[config.mk]
export PLATFORM = sky130hd
export DESIGN_NAME = view_top
export DESIGN_NICKNAME = d
export VERILOG_FILES = /design/src/hdl/game_view_pkg.sv /design/src/hdl/pixel_if.sv /design/src/hdl/view_top.sv /design/src/hdl/view_ctrl.sv /design/src/hdl/round_timer.sv /design/src/hdl/object_painter.sv /design/src/hdl/background_painter.sv /design/src/hdl/object_table.sv
export SDC_FILE = /design/constraint.sdc
export NUM_CORES = 1
export LEC_CHECK = 0
export ABC_AREA = 0
export CORE_ASPECT_RATIO = 2
export CORE_MARGIN = 4
export CORE_UTILIZATION = 30
export CTS_CLUSTER_DIAMETER = 200
export CTS_CLUSTER_SIZE = 30
export DETAILED_ROUTE_END_ITERATION = 12
export DONT_BUFFER_PORTS = 1
export SETUP_SLACK_MARGIN = 0.1
export SLEW_MARGIN = 5
export SYNTH_ARGS = -nofsm -noshare
export SYNTH_HDL_FRONTEND = slang
export SYNTH_HIERARCHICAL = 1
export SYNTH_SLANG_ARGS = --single-unit
[constraint.sdc]
create_clock -name clk -period 7.15 [get_ports clk]
set_input_delay 1.43 -clock clk [delete_from_list [all_inputs] [get_ports clk]]
set_output_delay 1.43 -clock clk [all_outputs]
set_load 0.01 [all_outputs]
[src/hdl/game_view_pkg.sv]
/* shared types and constants for the game view:
   screen coordinates, colors, object entries, level and goal values */
package game_view_pkg;

	typedef logic [8:0] x_t;
	typedef logic [7:0] y_t;
	typedef logic [11:0] color_t;
	typedef logic [2:0] level_t;
	typedef logic [9:0] score_t;

	typedef enum logic [1:0] {
		KIND_NONE,
		KIND_GOLD,
		KIND_STONE,
		KIND_DIAMOND
	} obj_kind_t;

	// one object table slot, 20 bits
	typedef struct packed {
		x_t x;
		y_t y;
		obj_kind_t kind;
		logic visible;
	} obj_entry_t;

	// RGB444, none of them zero
	localparam color_t SKY_COLOR = 12'h6CF;
	localparam color_t EARTH_COLOR = 12'h852;
	localparam color_t GOLD_COLOR = 12'hFD0;
	localparam color_t STONE_COLOR = 12'h888;
	localparam color_t DIAMOND_COLOR = 12'h0EF;
	localparam color_t OVER_COLOR = 12'hF00;

	// goal of a level is GOAL_BASE + GOAL_STEP * level
	localparam logic [11:0] GOAL_BASE = 12'd75;
	localparam logic [11:0] GOAL_STEP = 12'd75;
	localparam level_t MAX_LEVEL = 3'd7;

endpackage
[src/hdl/pixel_if.sv]
/* pixel stream from one painter to the view controller, with start/done */
`timescale 1ns/10ps

interface pixel_if import game_view_pkg::*; ();

	logic start;
	x_t x;
	y_t y;
	color_t color;
	logic write_en;
	logic done;

	// painter side
	modport painter (
		input start,
		output x, y, color, write_en, done
	);

	// controller side
	modport ctrl (
		output start,
		input x, y, color, write_en, done
	);

endinterface

[src/hdl/view_top.sv]
/* game view top level, controller, painters, object table and round timer */
`timescale 1ns/10ps

module view_top import game_view_pkg::*; #(
	parameter int SCREEN_W = 320,
	parameter int SCREEN_H = 240,
	parameter int GROUND_Y = 80,
	parameter int SPRITE_SIZE = 20,
	parameter int OBJ_COUNT = 15,
	parameter int TICKS_PER_SEC = 50_000_000,
	parameter int ROUND_SECONDS = 60
) (
	input logic clk,
	input logic resetn,
	input logic go,
	input score_t score,
	input logic obj_wr,
	input logic [$clog2(OBJ_COUNT)-1:0] obj_idx,
	input obj_entry_t obj_data,
	output x_t x,
	output y_t y,
	output color_t color,
	output logic write_en,
	output logic frame_done,
	output level_t level,
	output logic game_over,
	output logic [7:0] time_left
);

	logic over;
	logic run;
	logic restart;
	logic time_up;
	logic [$clog2(OBJ_COUNT)-1:0] rd_idx;
	obj_entry_t rd_data;

	pixel_if bg_pix ();
	pixel_if obj_pix ();

	view_ctrl ctrl_i (
		.clk(clk),
		.resetn(resetn),
		.go(go),
		.score(score),
		.bg(bg_pix.ctrl),
		.obj(obj_pix.ctrl),
		.over(over),
		.time_up(time_up),
		.run(run),
		.restart(restart),
		.x(x),
		.y(y),
		.color(color),
		.write_en(write_en),
		.frame_done(frame_done),
		.level(level),
		.game_over(game_over)
	);

	background_painter #(
		.SCREEN_W(SCREEN_W),
		.SCREEN_H(SCREEN_H),
		.GROUND_Y(GROUND_Y)
	) bg_painter_i (
		.clk(clk),
		.resetn(resetn),
		.over(over),
		.pix(bg_pix.painter)
	);

	object_painter #(
		.OBJ_COUNT(OBJ_COUNT),
		.SPRITE_SIZE(SPRITE_SIZE)
	) obj_painter_i (
		.clk(clk),
		.resetn(resetn),
		.pix(obj_pix.painter),
		.rd_idx(rd_idx),
		.rd_data(rd_data)
	);

	object_table #(
		.OBJ_COUNT(OBJ_COUNT)
	) obj_table_i (
		.clk(clk),
		.resetn(resetn),
		.wr(obj_wr),
		.wr_idx(obj_idx),
		.wr_data(obj_data),
		.rd_idx(rd_idx),
		.rd_data(rd_data)
	);

	round_timer #(
		.TICKS_PER_SEC(TICKS_PER_SEC),
		.ROUND_SECONDS(ROUND_SECONDS)
	) timer_i (
		.clk(clk),
		.resetn(resetn),
		.run(run),
		.restart(restart),
		.time_left(time_left),
		.time_up(time_up)
	);

endmodule

[src/hdl/view_ctrl.sv]
/* frame FSM over the two painters, level and goal rule, game-over latch
   and the registered output pixel stream */
`timescale 1ns/10ps

module view_ctrl import game_view_pkg::*; (
	input logic clk,
	input logic resetn,
	input logic go,
	input score_t score,
	pixel_if.ctrl bg,
	pixel_if.ctrl obj,
	output logic over,
	input logic time_up,
	output logic run,
	output logic restart,
	output x_t x,
	output y_t y,
	output color_t color,
	output logic write_en,
	output logic frame_done,
	output level_t level,
	output logic game_over
);

	typedef enum logic [1:0] {
		ST_IDLE,
		ST_BG,
		ST_OBJ,
		ST_FINISH
	} state_t;

	state_t state;
	logic [11:0] goal;
	logic level_up;

	assign goal = GOAL_BASE + GOAL_STEP * {9'd0, level};
	// no step past the top level
	assign level_up = (state == ST_FINISH) && ({2'b00, score} >= goal) && (level < MAX_LEVEL);
	assign restart = level_up;

	assign run = !game_over;
	assign over = game_over;

	// start pulses, each only while its painter is idle
	assign bg.start = (state == ST_IDLE) && go;
	assign obj.start = (state == ST_BG) && bg.done && !game_over;

	always_ff @(posedge clk) begin
		if (!resetn) begin
			state <= ST_IDLE;
		end else begin
			case (state)
				ST_IDLE: begin
					if (go)
						state <= ST_BG;
				end
				ST_BG: begin
					// game-over frame is the fill alone
					if (bg.done)
						state <= game_over ? ST_FINISH : ST_OBJ;
				end
				ST_OBJ: begin
					if (obj.done)
						state <= ST_FINISH;
				end
				ST_FINISH: state <= ST_IDLE;
				default: state <= ST_IDLE;
			endcase
		end
	end

	always_ff @(posedge clk) begin
		if (!resetn) begin
			level <= '0;
			game_over <= 1'b0;
			frame_done <= 1'b0;
		end else begin
			frame_done <= (state == ST_FINISH);
			if (level_up)
				level <= level + 1'b1;
			// only between frames, so a frame keeps one look
			if ((state == ST_IDLE) && time_up)
				game_over <= 1'b1;
		end
	end

	// output register, one cycle behind the active painter
	always_ff @(posedge clk) begin
		if (!resetn)
			write_en <= 1'b0;
		else if (state == ST_BG)
			write_en <= bg.write_en;
		else if (state == ST_OBJ)
			write_en <= obj.write_en;
		else
			write_en <= 1'b0;
	end

	always_ff @(posedge clk) begin
		if (state == ST_OBJ) begin
			x <= obj.x;
			y <= obj.y;
			color <= obj.color;
		end else begin
			x <= bg.x;
			y <= bg.y;
			color <= bg.color;
		end
	end

endmodule

[src/hdl/round_timer.sv]
/* round timer, tick prescaler and whole-second countdown with time-up level */
`timescale 1ns/10ps

module round_timer #(
	parameter int TICKS_PER_SEC = 50_000_000,
	parameter int ROUND_SECONDS = 60
) (
	input logic clk,
	input logic resetn,
	input logic run,
	input logic restart,
	output logic [7:0] time_left,
	output logic time_up
);

	localparam int TICK_W = $clog2(TICKS_PER_SEC);

	logic [TICK_W-1:0] tick_cnt;
	logic sec_tick;

	assign sec_tick = (tick_cnt == TICK_W'(TICKS_PER_SEC - 1));
	assign time_up = (time_left == 8'd0);

	always_ff @(posedge clk) begin
		if (!resetn || restart) begin
			tick_cnt <= '0;
			time_left <= 8'(ROUND_SECONDS);
		end else if (run && !time_up) begin
			if (sec_tick) begin
				tick_cnt <= '0;
				time_left <= time_left - 1'b1;
			end else begin
				tick_cnt <= tick_cnt + 1'b1;
			end
		end
	end

endmodule

[src/hdl/object_painter.sv]
/* object table walker, one lookup cycle per entry and a solid sprite square
   for each visible entry with a kind */
`timescale 1ns/10ps

module object_painter import game_view_pkg::*; #(
	parameter int OBJ_COUNT = 15,
	parameter int SPRITE_SIZE = 20
) (
	input logic clk,
	input logic resetn,
	pixel_if.painter pix,
	output logic [$clog2(OBJ_COUNT)-1:0] rd_idx,
	input obj_entry_t rd_data
);

	localparam int IDX_W = $clog2(OBJ_COUNT);

	typedef enum logic [1:0] {
		ST_IDLE,
		ST_LOOK,
		ST_DRAW
	} state_t;

	state_t state;
	logic [IDX_W-1:0] idx;
	obj_entry_t ent;
	x_t dx;
	y_t dy;
	logic last_idx;
	logic drawable;
	logic last_dx;
	logic last_dy;

	assign last_idx = (idx == IDX_W'(OBJ_COUNT - 1));
	assign drawable = rd_data.visible && (rd_data.kind != KIND_NONE);
	assign last_dx = (dx == x_t'(SPRITE_SIZE - 1));
	assign last_dy = (dy == y_t'(SPRITE_SIZE - 1));

	always_ff @(posedge clk) begin
		if (!resetn) begin
			state <= ST_IDLE;
			idx <= '0;
			dx <= '0;
			dy <= '0;
			pix.done <= 1'b0;
		end else begin
			pix.done <= 1'b0;
			case (state)
				ST_IDLE: begin
					if (pix.start) begin
						idx <= '0;
						state <= ST_LOOK;
					end
				end
				ST_LOOK: begin
					if (drawable) begin
						dx <= '0;
						dy <= '0;
						state <= ST_DRAW;
					end else if (last_idx) begin
						state <= ST_IDLE;
						pix.done <= 1'b1;
					end else begin
						idx <= idx + 1'b1;
					end
				end
				ST_DRAW: begin
					if (!last_dx) begin
						dx <= dx + 1'b1;
					end else begin
						dx <= '0;
						dy <= dy + 1'b1;
						if (last_dy) begin
							// square finished, move on to the next slot
							if (last_idx) begin
								state <= ST_IDLE;
								pix.done <= 1'b1;
							end else begin
								idx <= idx + 1'b1;
								state <= ST_LOOK;
							end
						end
					end
				end
				default: state <= ST_IDLE;
			endcase
		end
	end

	// entry held for the whole sweep
	always_ff @(posedge clk) begin
		if (state == ST_LOOK)
			ent <= rd_data;
	end

	assign rd_idx = idx;
	assign pix.x = ent.x + dx;
	assign pix.y = ent.y + dy;
	assign pix.write_en = (state == ST_DRAW);

	always_comb begin
		case (ent.kind)
			KIND_GOLD: pix.color = GOLD_COLOR;
			KIND_STONE: pix.color = STONE_COLOR;
			KIND_DIAMOND: pix.color = DIAMOND_COLOR;
			default: pix.color = SKY_COLOR;
		endcase
	end

endmodule

[src/hdl/background_painter.sv]
/* full-screen raster sweep, sky above the ground line and earth below,
   or a solid game-over fill */
`timescale 1ns/10ps

module background_painter import game_view_pkg::*; #(
	parameter int SCREEN_W = 320,
	parameter int SCREEN_H = 240,
	parameter int GROUND_Y = 80
) (
	input logic clk,
	input logic resetn,
	input logic over,
	pixel_if.painter pix
);

	logic busy;
	x_t x_cnt;
	y_t y_cnt;
	logic last_col;
	logic last_row;

	assign last_col = (x_cnt == x_t'(SCREEN_W - 1));
	assign last_row = (y_cnt == y_t'(SCREEN_H - 1));

	always_ff @(posedge clk) begin
		if (!resetn) begin
			busy <= 1'b0;
			x_cnt <= '0;
			y_cnt <= '0;
			pix.done <= 1'b0;
		end else begin
			pix.done <= 1'b0;
			if (!busy) begin
				if (pix.start) begin
					busy <= 1'b1;
					x_cnt <= '0;
					y_cnt <= '0;
				end
			end else if (last_col) begin
				x_cnt <= '0;
				if (last_row) begin
					// last pixel of the screen
					busy <= 1'b0;
					pix.done <= 1'b1;
				end else begin
					y_cnt <= y_cnt + 1'b1;
				end
			end else begin
				x_cnt <= x_cnt + 1'b1;
			end
		end
	end

	assign pix.x = x_cnt;
	assign pix.y = y_cnt;
	assign pix.write_en = busy;

	always_comb begin
		if (over)
			pix.color = OVER_COLOR;
		else if (y_cnt < y_t'(GROUND_Y))
			pix.color = SKY_COLOR;
		else
			pix.color = EARTH_COLOR;
	end

endmodule

[src/hdl/object_table.sv]
/* object table register array, one write port and one combinational read port */
`timescale 1ns/10ps

module object_table import game_view_pkg::*; #(
	parameter int OBJ_COUNT = 15
) (
	input logic clk,
	input logic resetn,
	input logic wr,
	input logic [$clog2(OBJ_COUNT)-1:0] wr_idx,
	input obj_entry_t wr_data,
	input logic [$clog2(OBJ_COUNT)-1:0] rd_idx,
	output obj_entry_t rd_data
);

	obj_entry_t entries [OBJ_COUNT];

	always_ff @(posedge clk) begin
		if (!resetn) begin
			// every slot comes up empty and hidden
			for (int i = 0; i < OBJ_COUNT; i++) begin
				entries[i] <= '0;
			end
		end else if (wr && (int'(wr_idx) < OBJ_COUNT)) begin
			entries[wr_idx] <= wr_data;
		end
	end

	assign rd_data = entries[rd_idx];

endmodule

==> Word-level counts from Yosys, hierarchy flattened <==
Memories as Yosys holds them, arrays and structs flattened. A register that Yosys moved wholly into a read port is not among the register bits.
Index checks and enable logic that the tools add are counted.
{ "word_totals": {"ff_bits": 133, "latchBits": 0, "ram_bits": 300, "mem_bits_ro": 0, "in_bits": 38, "output_inout_bits": 43, "elab_cells": 152, "mem_count": 1} }
{ "classes": {"add_sub_neg": 11, "multipliers": 1, "n_div": 0, "n_lt_le_gt_ge": 4, "n_eq_ne": 25, "n_shift": 0, "muxes": 59, "bitwise_logic": 0, "n_reduce_logical": 29} }
{ "memory_table": {"columns": ["name", "words", "width", "rd", "rd_clocked_by_memory_dff", "wr", "line", "text"], "rows": [
  ["obj_table_i.entries", 15, 20, 1, 1, 15, "object_table.sv:16", "obj_entry_t entries [OBJ_COUNT];"]
]} }
{ "ops": {"columns": ["op", "count"], "rows": [
  ["$mux W8", 7],
  ["$mux W9", 6],
  ["$mux W12", 3],
  ["$pmux W12 S3", 1],
  ["$mux W4", 8],
  ["$add A26 B1 Y26 const B", 1],
  ["$eq A26 B26 Y1 const B", 1],
  ["$mux W26", 1],
  ["$mux W20", 1],
  ["$reduce_or A20 Y1", 1],
  ["$add A9 B1 Y9 const B", 2],
  ["$mux W1", 18],
  ["$pmux W9 S2", 1],
  ["$add A8 B1 Y8 const B", 2],
  ["$mux W2", 8],
  ["$pmux W8 S2", 1],
  ["$ge A10 B12 Y1", 1],
  ["$pmux W4 S3", 1],
  ["$reduce_and A3 Y1", 4],
  ["$add A7 B10 Y11 const A", 1],
  ["$eq A2 B2 Y1 const B", 5],
  ["$mul A7 B3 Y10 const A", 1],
  ["$ne A2 B1 Y1 const B", 5],
  ["$ne A2 B2 Y1 const B", 5],
  ["other kinds (28)", 44]
]} }

==> Depth between registers and ports, before layout <==
{ "logic_depth": {"word_depth": 7, "ltp_mapped": 19, "mapped_depth_nobuf": 18} }

==> Cells and area by module <==
The synthesis kept the hierarchy.
{ "by_module_without_submodules": {"columns": ["mod", "instances", "cells_each", "area_each_um2", "seq_area_each_um2"], "rows": [
  ["object_table", 1, 880, 14292.5, 9609.2],
  ["object_painter", 1, 275, 2712.6, 1051.0],
  ["view_ctrl", 1, 178, 1933.1, 740.7],
  ["round_timer", 1, 193, 1737.9, 680.7],
  ["background_painter", 1, 133, 1087.3, 380.4]
]} }

==> Worst setup path after synthesis <==
Ideal clock, no wire load.
{ "synth_timing": {"path_type": "reg-to-reg", "startpoint": "register ctrl_i.level[1]", "endpoint": "register timer_i.tick_cnt[2]", "setup_time_ns": 0.064, "arrival_time_ns": 3.673, "required_time_ns": 7.086, "setup_slack_ns": 3.413, "stages_incl_launch_ff": 18, "n_path_buf": 1, "synth_period_minus_slack_ns": 3.737, "cell_sequence": "dfxtp_1 > inv_1 > ha_1 > xnor2_1 > ha_1 > a21o_1 > a21oi_1 > o21ai_0 > o211a_1 > xnor2_1 > ha_1 > a21o_1 > a221oi_2 > a21oi_2 > nor2b_1 > nand2_1 > buf_2 > nor2_1"} }
{ "synth_between": {"elab_chain_cells": 6, "elab_cells_between_ends": 7, "classes_between": "1 x add/sub; 1 x mul; 2 x order compare; 3 x reduce/logical"} }
{ "synth_rtl": {"columns": ["element", "line", "text"], "rows": [
  ["start, declared", "view_ctrl.sv:21", "output level_t level,"],
  ["start signal, assigned", "view_ctrl.sv:80", "level <= level + 1'b1;"],
  ["$mul A7 B3 Y10", "view_ctrl.sv:36", "assign goal = GOAL_BASE + GOAL_STEP * {9'd0, level};"],
  ["$add A7 B10 Y11", "view_ctrl.sv:36", null],
  ["$ge A10 B12 Y1", "view_ctrl.sv:38", "assign level_up = (state == ST_FINISH) && ({2'b00, score} >= goal) && (level < MAX_LEVEL);"],
  ["$logic_and A1 B1 Y1", "view_ctrl.sv:38", null],
  ["$logic_and A1 B1 Y1 *", "view_ctrl.sv:38", null],
  ["named net restart", "view_top.sv:32", "logic restart;"],
  ["$logic_or A1 B1 Y1 *", "round_timer.sv:25", "if (!resetn || restart) begin"],
  ["end signal, assigned", "round_timer.sv:33", "tick_cnt <= tick_cnt + 1'b1;"],
  ["end, declared", "round_timer.sv:18", "logic [TICK_W-1:0] tick_cnt;"]
]} }
Mark *: on every way through the listed nets, which the timed path passes. The rest lies on a longest branch.
A chain may end at the register's enable or synchronous reset.

==> Worst setup path after layout <==
{ "layout_timing": {"startpoint": "register ctrl_i.level[1]", "endpoint": "register timer_i.tick_cnt[1]"} }
Same word-level chain as after synthesis.

==> impl_metrics.ini <==
[synthesis]
postSynth.topFlopCell = sky130_fd_sc_hd__edfxtp_1
syn_inst_count = 1659
syn_avg_cell_area_um2 = 13.1
count_of_distinct_cell_types_in_the_synthesized_netlist = 94
synth.ff_latch_count = 453
synth_edf_count = 339
ys_warn_count = 6
seq_area_frac_synth_pct = 57.3
postSynth.asyncResetShare_pct = 0
netlist_area_um2 = 21800

[hold_path]
hold-path-endpoint = bg_painter_i/pix.y[6]
min_path_type = reg -> reg
worstHoldPathCells = 2
hold_path_startpoint = bg_painter_i/pix.y[6]

[placed_design]
place.port_buffers = 0
placement.cell_area_um2 = 22700
place_hpwl_um = 36400
gpl.final_weighted_congestion = 0.803

[finish]
final_layout_size_suffix_gt1_share_pct = 12.2
final_common_cell = sky130_fd_sc_hd__edfxtp_1
finish.net_count = 1716
seq_area_um2 = 12500
num_antenna_cells = 0
final_area_um2 = 23300
layout.cells.most_common_list = sky130_fd_sc_hd__edfxtp_1 (339), sky130_fd_sc_hd__and2_1 (310), sky130_fd_sc_hd__dfxtp_1 (112)
synthesis_to_finish_area_growth_pct = 7.05
n_fill_cell = 7009
multi_input_comb_area_um2 = 8770

[clock_network]
cts.reportedPaths.clkPinSlew_ns = 0.12
tritoncts.num_buffers = 19
worst_skew_pair.late_latency_ns = 0.56
cts_root_buf = sky130_fd_sc_hd__clkbuf_16
ctsHoldBuffers = 0
post_cts.resized_instances = 0
ctsHtreeMaxLevel = 1
cts_tree = yes
clk_path_buf_depth = 3
tritoncts_num_sinks = 453
number_of_setup_buffers_added_after_cts = 0

[floorplanning]
design.die.area_um2 = 77200
floorplan.die.width_um = 198
io_pins = 81
fp-row-count = 139
core-area_um2 = 71800
initial_core_util_pct = 30.3
die_h_um = 389

[global_routing]
pin_count_of_the_biggest_net_entering_global_routing = 61
grt_remaining_overflow = 0
gr-max-usage-layer = met2
grt_first_pass_wirelength_um = 79200
use_met2_pct = 26.2
grt_antenna_before_repair = 1
grt_use_total_pct = 13.1
globalRouteMet1Util_pct = 14.4
grt_pass1_vias = 13300
met3_usage_pct = 1.78

[timing]
finalHoldViolations = 0
maxClockFrequency_mhz = 212
worst_slew_margin_rel_pct = 15.2
grt_setup_unrepaired = false
min_period_over_period_pct = 66.0
final-setup-viol-count = 0
timing.final.max_slew_violations = 0
fin_worst_skew_ns = 0.0372
fin_tns_setup_ns = 0
worstMarginPinSlew_ns = 1.27
finalWorstPathRequiredPeriod_ns = 4.72

[worst_setup_path]
worst_ep_required_time_ns = 7.63
crit_path_end_kind = flip-flop
r2r_start = ctrl_i/level[1]
path_delay_family = compound AO/OA/AOI/OAI gates
crit_path_top_delay_cell = sky130_fd_sc_hd__dfxtp_1
critical_path_class = reg -> reg
slowest_delay_ns = 0.58
critical_path.max_fanout = 25
crit_arrival_ns = 5.20
slack_of_the_worst_reg_to_reg_path_ns = 2.43
critical-path-top-cell-by-count = sky130_fd_sc_hd__ha_1
crit_path_cell_trace = inv_1 -> ha_1 -> xnor2_1 -> ha_1 -> a21o_1 -> a21oi_1 -> o21ai_0 -> o211a_1 -> xnor2_1 -> ha_1 -> a21o_1 -> a221oi_2 -> a21oi_2 -> nor2b_1 -> nand2_1 -> a21oi_1
crit_path_start_kind = flip-flop
critical_path_buf_inv_count = 1
r2r_end = timer_i/tick_cnt[1]
reg2reg_depth = 16

[flow_run]
cap_viol_max_count = 0

[pwr]
power.clock.fraction_pct = 27.4
comb_power_share_pct = 8.7
power.share.sequential_pct = 63.9
max-vdd-ir-drop_mv = 0.168
totalPowerFinal_w = 0.00484
cell_internal_pwr_w = 0.00368
power_switching_share_pct = 23.9
power-per-cell-area_nw_per_um2 = 208
total_leakage_power_nw = 7.88
switching_power_w = 0.00116

[route]
initialDrtViolationCount = 633
viasPerCell = 5.00
wl_per_cell_um = 20.4
totalWireLength_um = 51800
detail_route.drc_violations = 0
detailroute.via_count = 12700
drt-pass1-iter-count = 5
antenna_left = 0

[run_status]
outcome = finished clean
cell families after synthesis:
family	share of synthesized area, %
xor gates and xnor gates	2.09
adders and majority gates	3.75
other	0.0517
and+or+nand+nor	16.8
muxes	10.6
buffers and inverters	3.27
AOI/OAI and AO/OA	6.21
DFF	57.3
flip-flops by register name, summed over array words and instances (netlist names), 2 cells and up:
register and cells:
bg_painter_i/pix.x 9, bg_painter_i/pix.y 8, ctrl_i/color 12, ctrl_i/level 3, ctrl_i/state 2, ctrl_i/x 9, ctrl_i/y 8, obj_painter_i/dx 9
obj_painter_i/dy 8, obj_painter_i/ent 19, obj_painter_i/rd_idx 4, obj_painter_i/state 2, obj_table_i/entries 320, timer_i/tick_cnt 26, timer_i/time_left 8
worst max path at each step:
stage	start	endpoint	slack [ns]	depth (start not counted)
floorplan	ctrl_i/level[1]	timer_i/tick_cnt[2]	3.41	17
global placement	ctrl_i/level[1]	timer_i/tick_cnt[20]	2.65	16
detailed placement	ctrl_i/level[1]	timer_i/tick_cnt[1]	2.46	16
CTS	ctrl_i/level[1]	timer_i/tick_cnt[1]	2.41	16
global route	ctrl_i/level[1]	timer_i/tick_cnt[1]	2.02	16
finish	ctrl_i/level[1]	timer_i/tick_cnt[1]	2.43	16
layer usage:
layer / part of all wire (%) / routed length [um] / up-vias
li1: - / - / 5957
met1: 36 / 18900 / 6389
met2: 57 / 29500 / 293
met3: 4.4 / 2260 / 67
met4: 2.3 / 1180 / 0
met5: 0 / 0 / -
power by group through the flow:
stage / Sequential (W) / Combinational (W) / Clock (W)
3_5_place_dp: 0.00316 / 0.000428 / 0
6_report: 0.00309 / 0.000422 / 0.00133
3_3_place_gp: 0.00315 / 0.000419 / 0
2_1_floorplan: 0.00311 / 0.000333 / 0
5_1_grt: 0.00311 / 0.000466 / 0.00147
4_1_cts: 0.00310 / 0.000430 / 0.00138
final cells by class:
cell class / count / share of cell area [%]
multi-input cells: 1070 / 37.6
well taps: 916 / 4.92
clock buffers: 32 / 2.25
repair buffers: 23 / 0.741
clock inverters: 2 / 0.166
inverters: 47 / 0.757
flip-flops and latches: 453 / 53.5
stage by stage:
stage | utilization (%) | std cells | setup slack [ns] | hold WS, ns
after global placement | 31.7 | 2509 | 2.65 | 0.490
after global routing | 32.4 | 2543 | 2.02 | 0.543
after CTS | 32.4 | 2543 | 2.41 | 0.520
final | 32.4 | 2543 | 2.43 | 0.515
after detailed placement | 31.7 | 2509 | 2.46 | 0.498
after floorplan | - | 1678 | 3.41 | 0.439
tightest hold or removal path: cells and delay by family, from the launching register on:
family | cells | cell delay [ns]
DFF | 1 | 0.36
muxes | 1 | 0.05
and+or+nand+nor | 1 | 0.06
synth_stat cells (16+ instances only):
library cell	number	share of area [%]
sky130_fd_sc_hd__edfxtp_1	339	47
sky130_fd_sc_hd__and2_1	310	8.9
sky130_fd_sc_hd__dfxtp_1	114	10
sky130_fd_sc_hd__clkbuf_1	76	1.3
sky130_fd_sc_hd__nand2_1	74	1.3
sky130_fd_sc_hd__nor2_1	74	1.3
sky130_fd_sc_hd__mux4_2	64	6.6
sky130_fd_sc_hd__ha_1	62	3.6
sky130_fd_sc_hd__inv_1	45	0.78
sky130_fd_sc_hd__a22oi_1	40	1.4
sky130_fd_sc_hd__a21oi_1	34	0.78
sky130_fd_sc_hd__nand3_1	32	0.74
sky130_fd_sc_hd__mux2_2	30	1.6
sky130_fd_sc_hd__xor2_1	28	1.1
sky130_fd_sc_hd__o21ai_0	25	0.57
sky130_fd_sc_hd__xnor2_1	24	0.97
sky130_fd_sc_hd__buf_4	18	0.62
sky130_fd_sc_hd__nor3_1	18	0.41
sky130_fd_sc_hd__nand4_1	17	0.49
sky130_fd_sc_hd__mux4_1	16	1.9
Note: power is estimated with default switching activity, not from simulation.
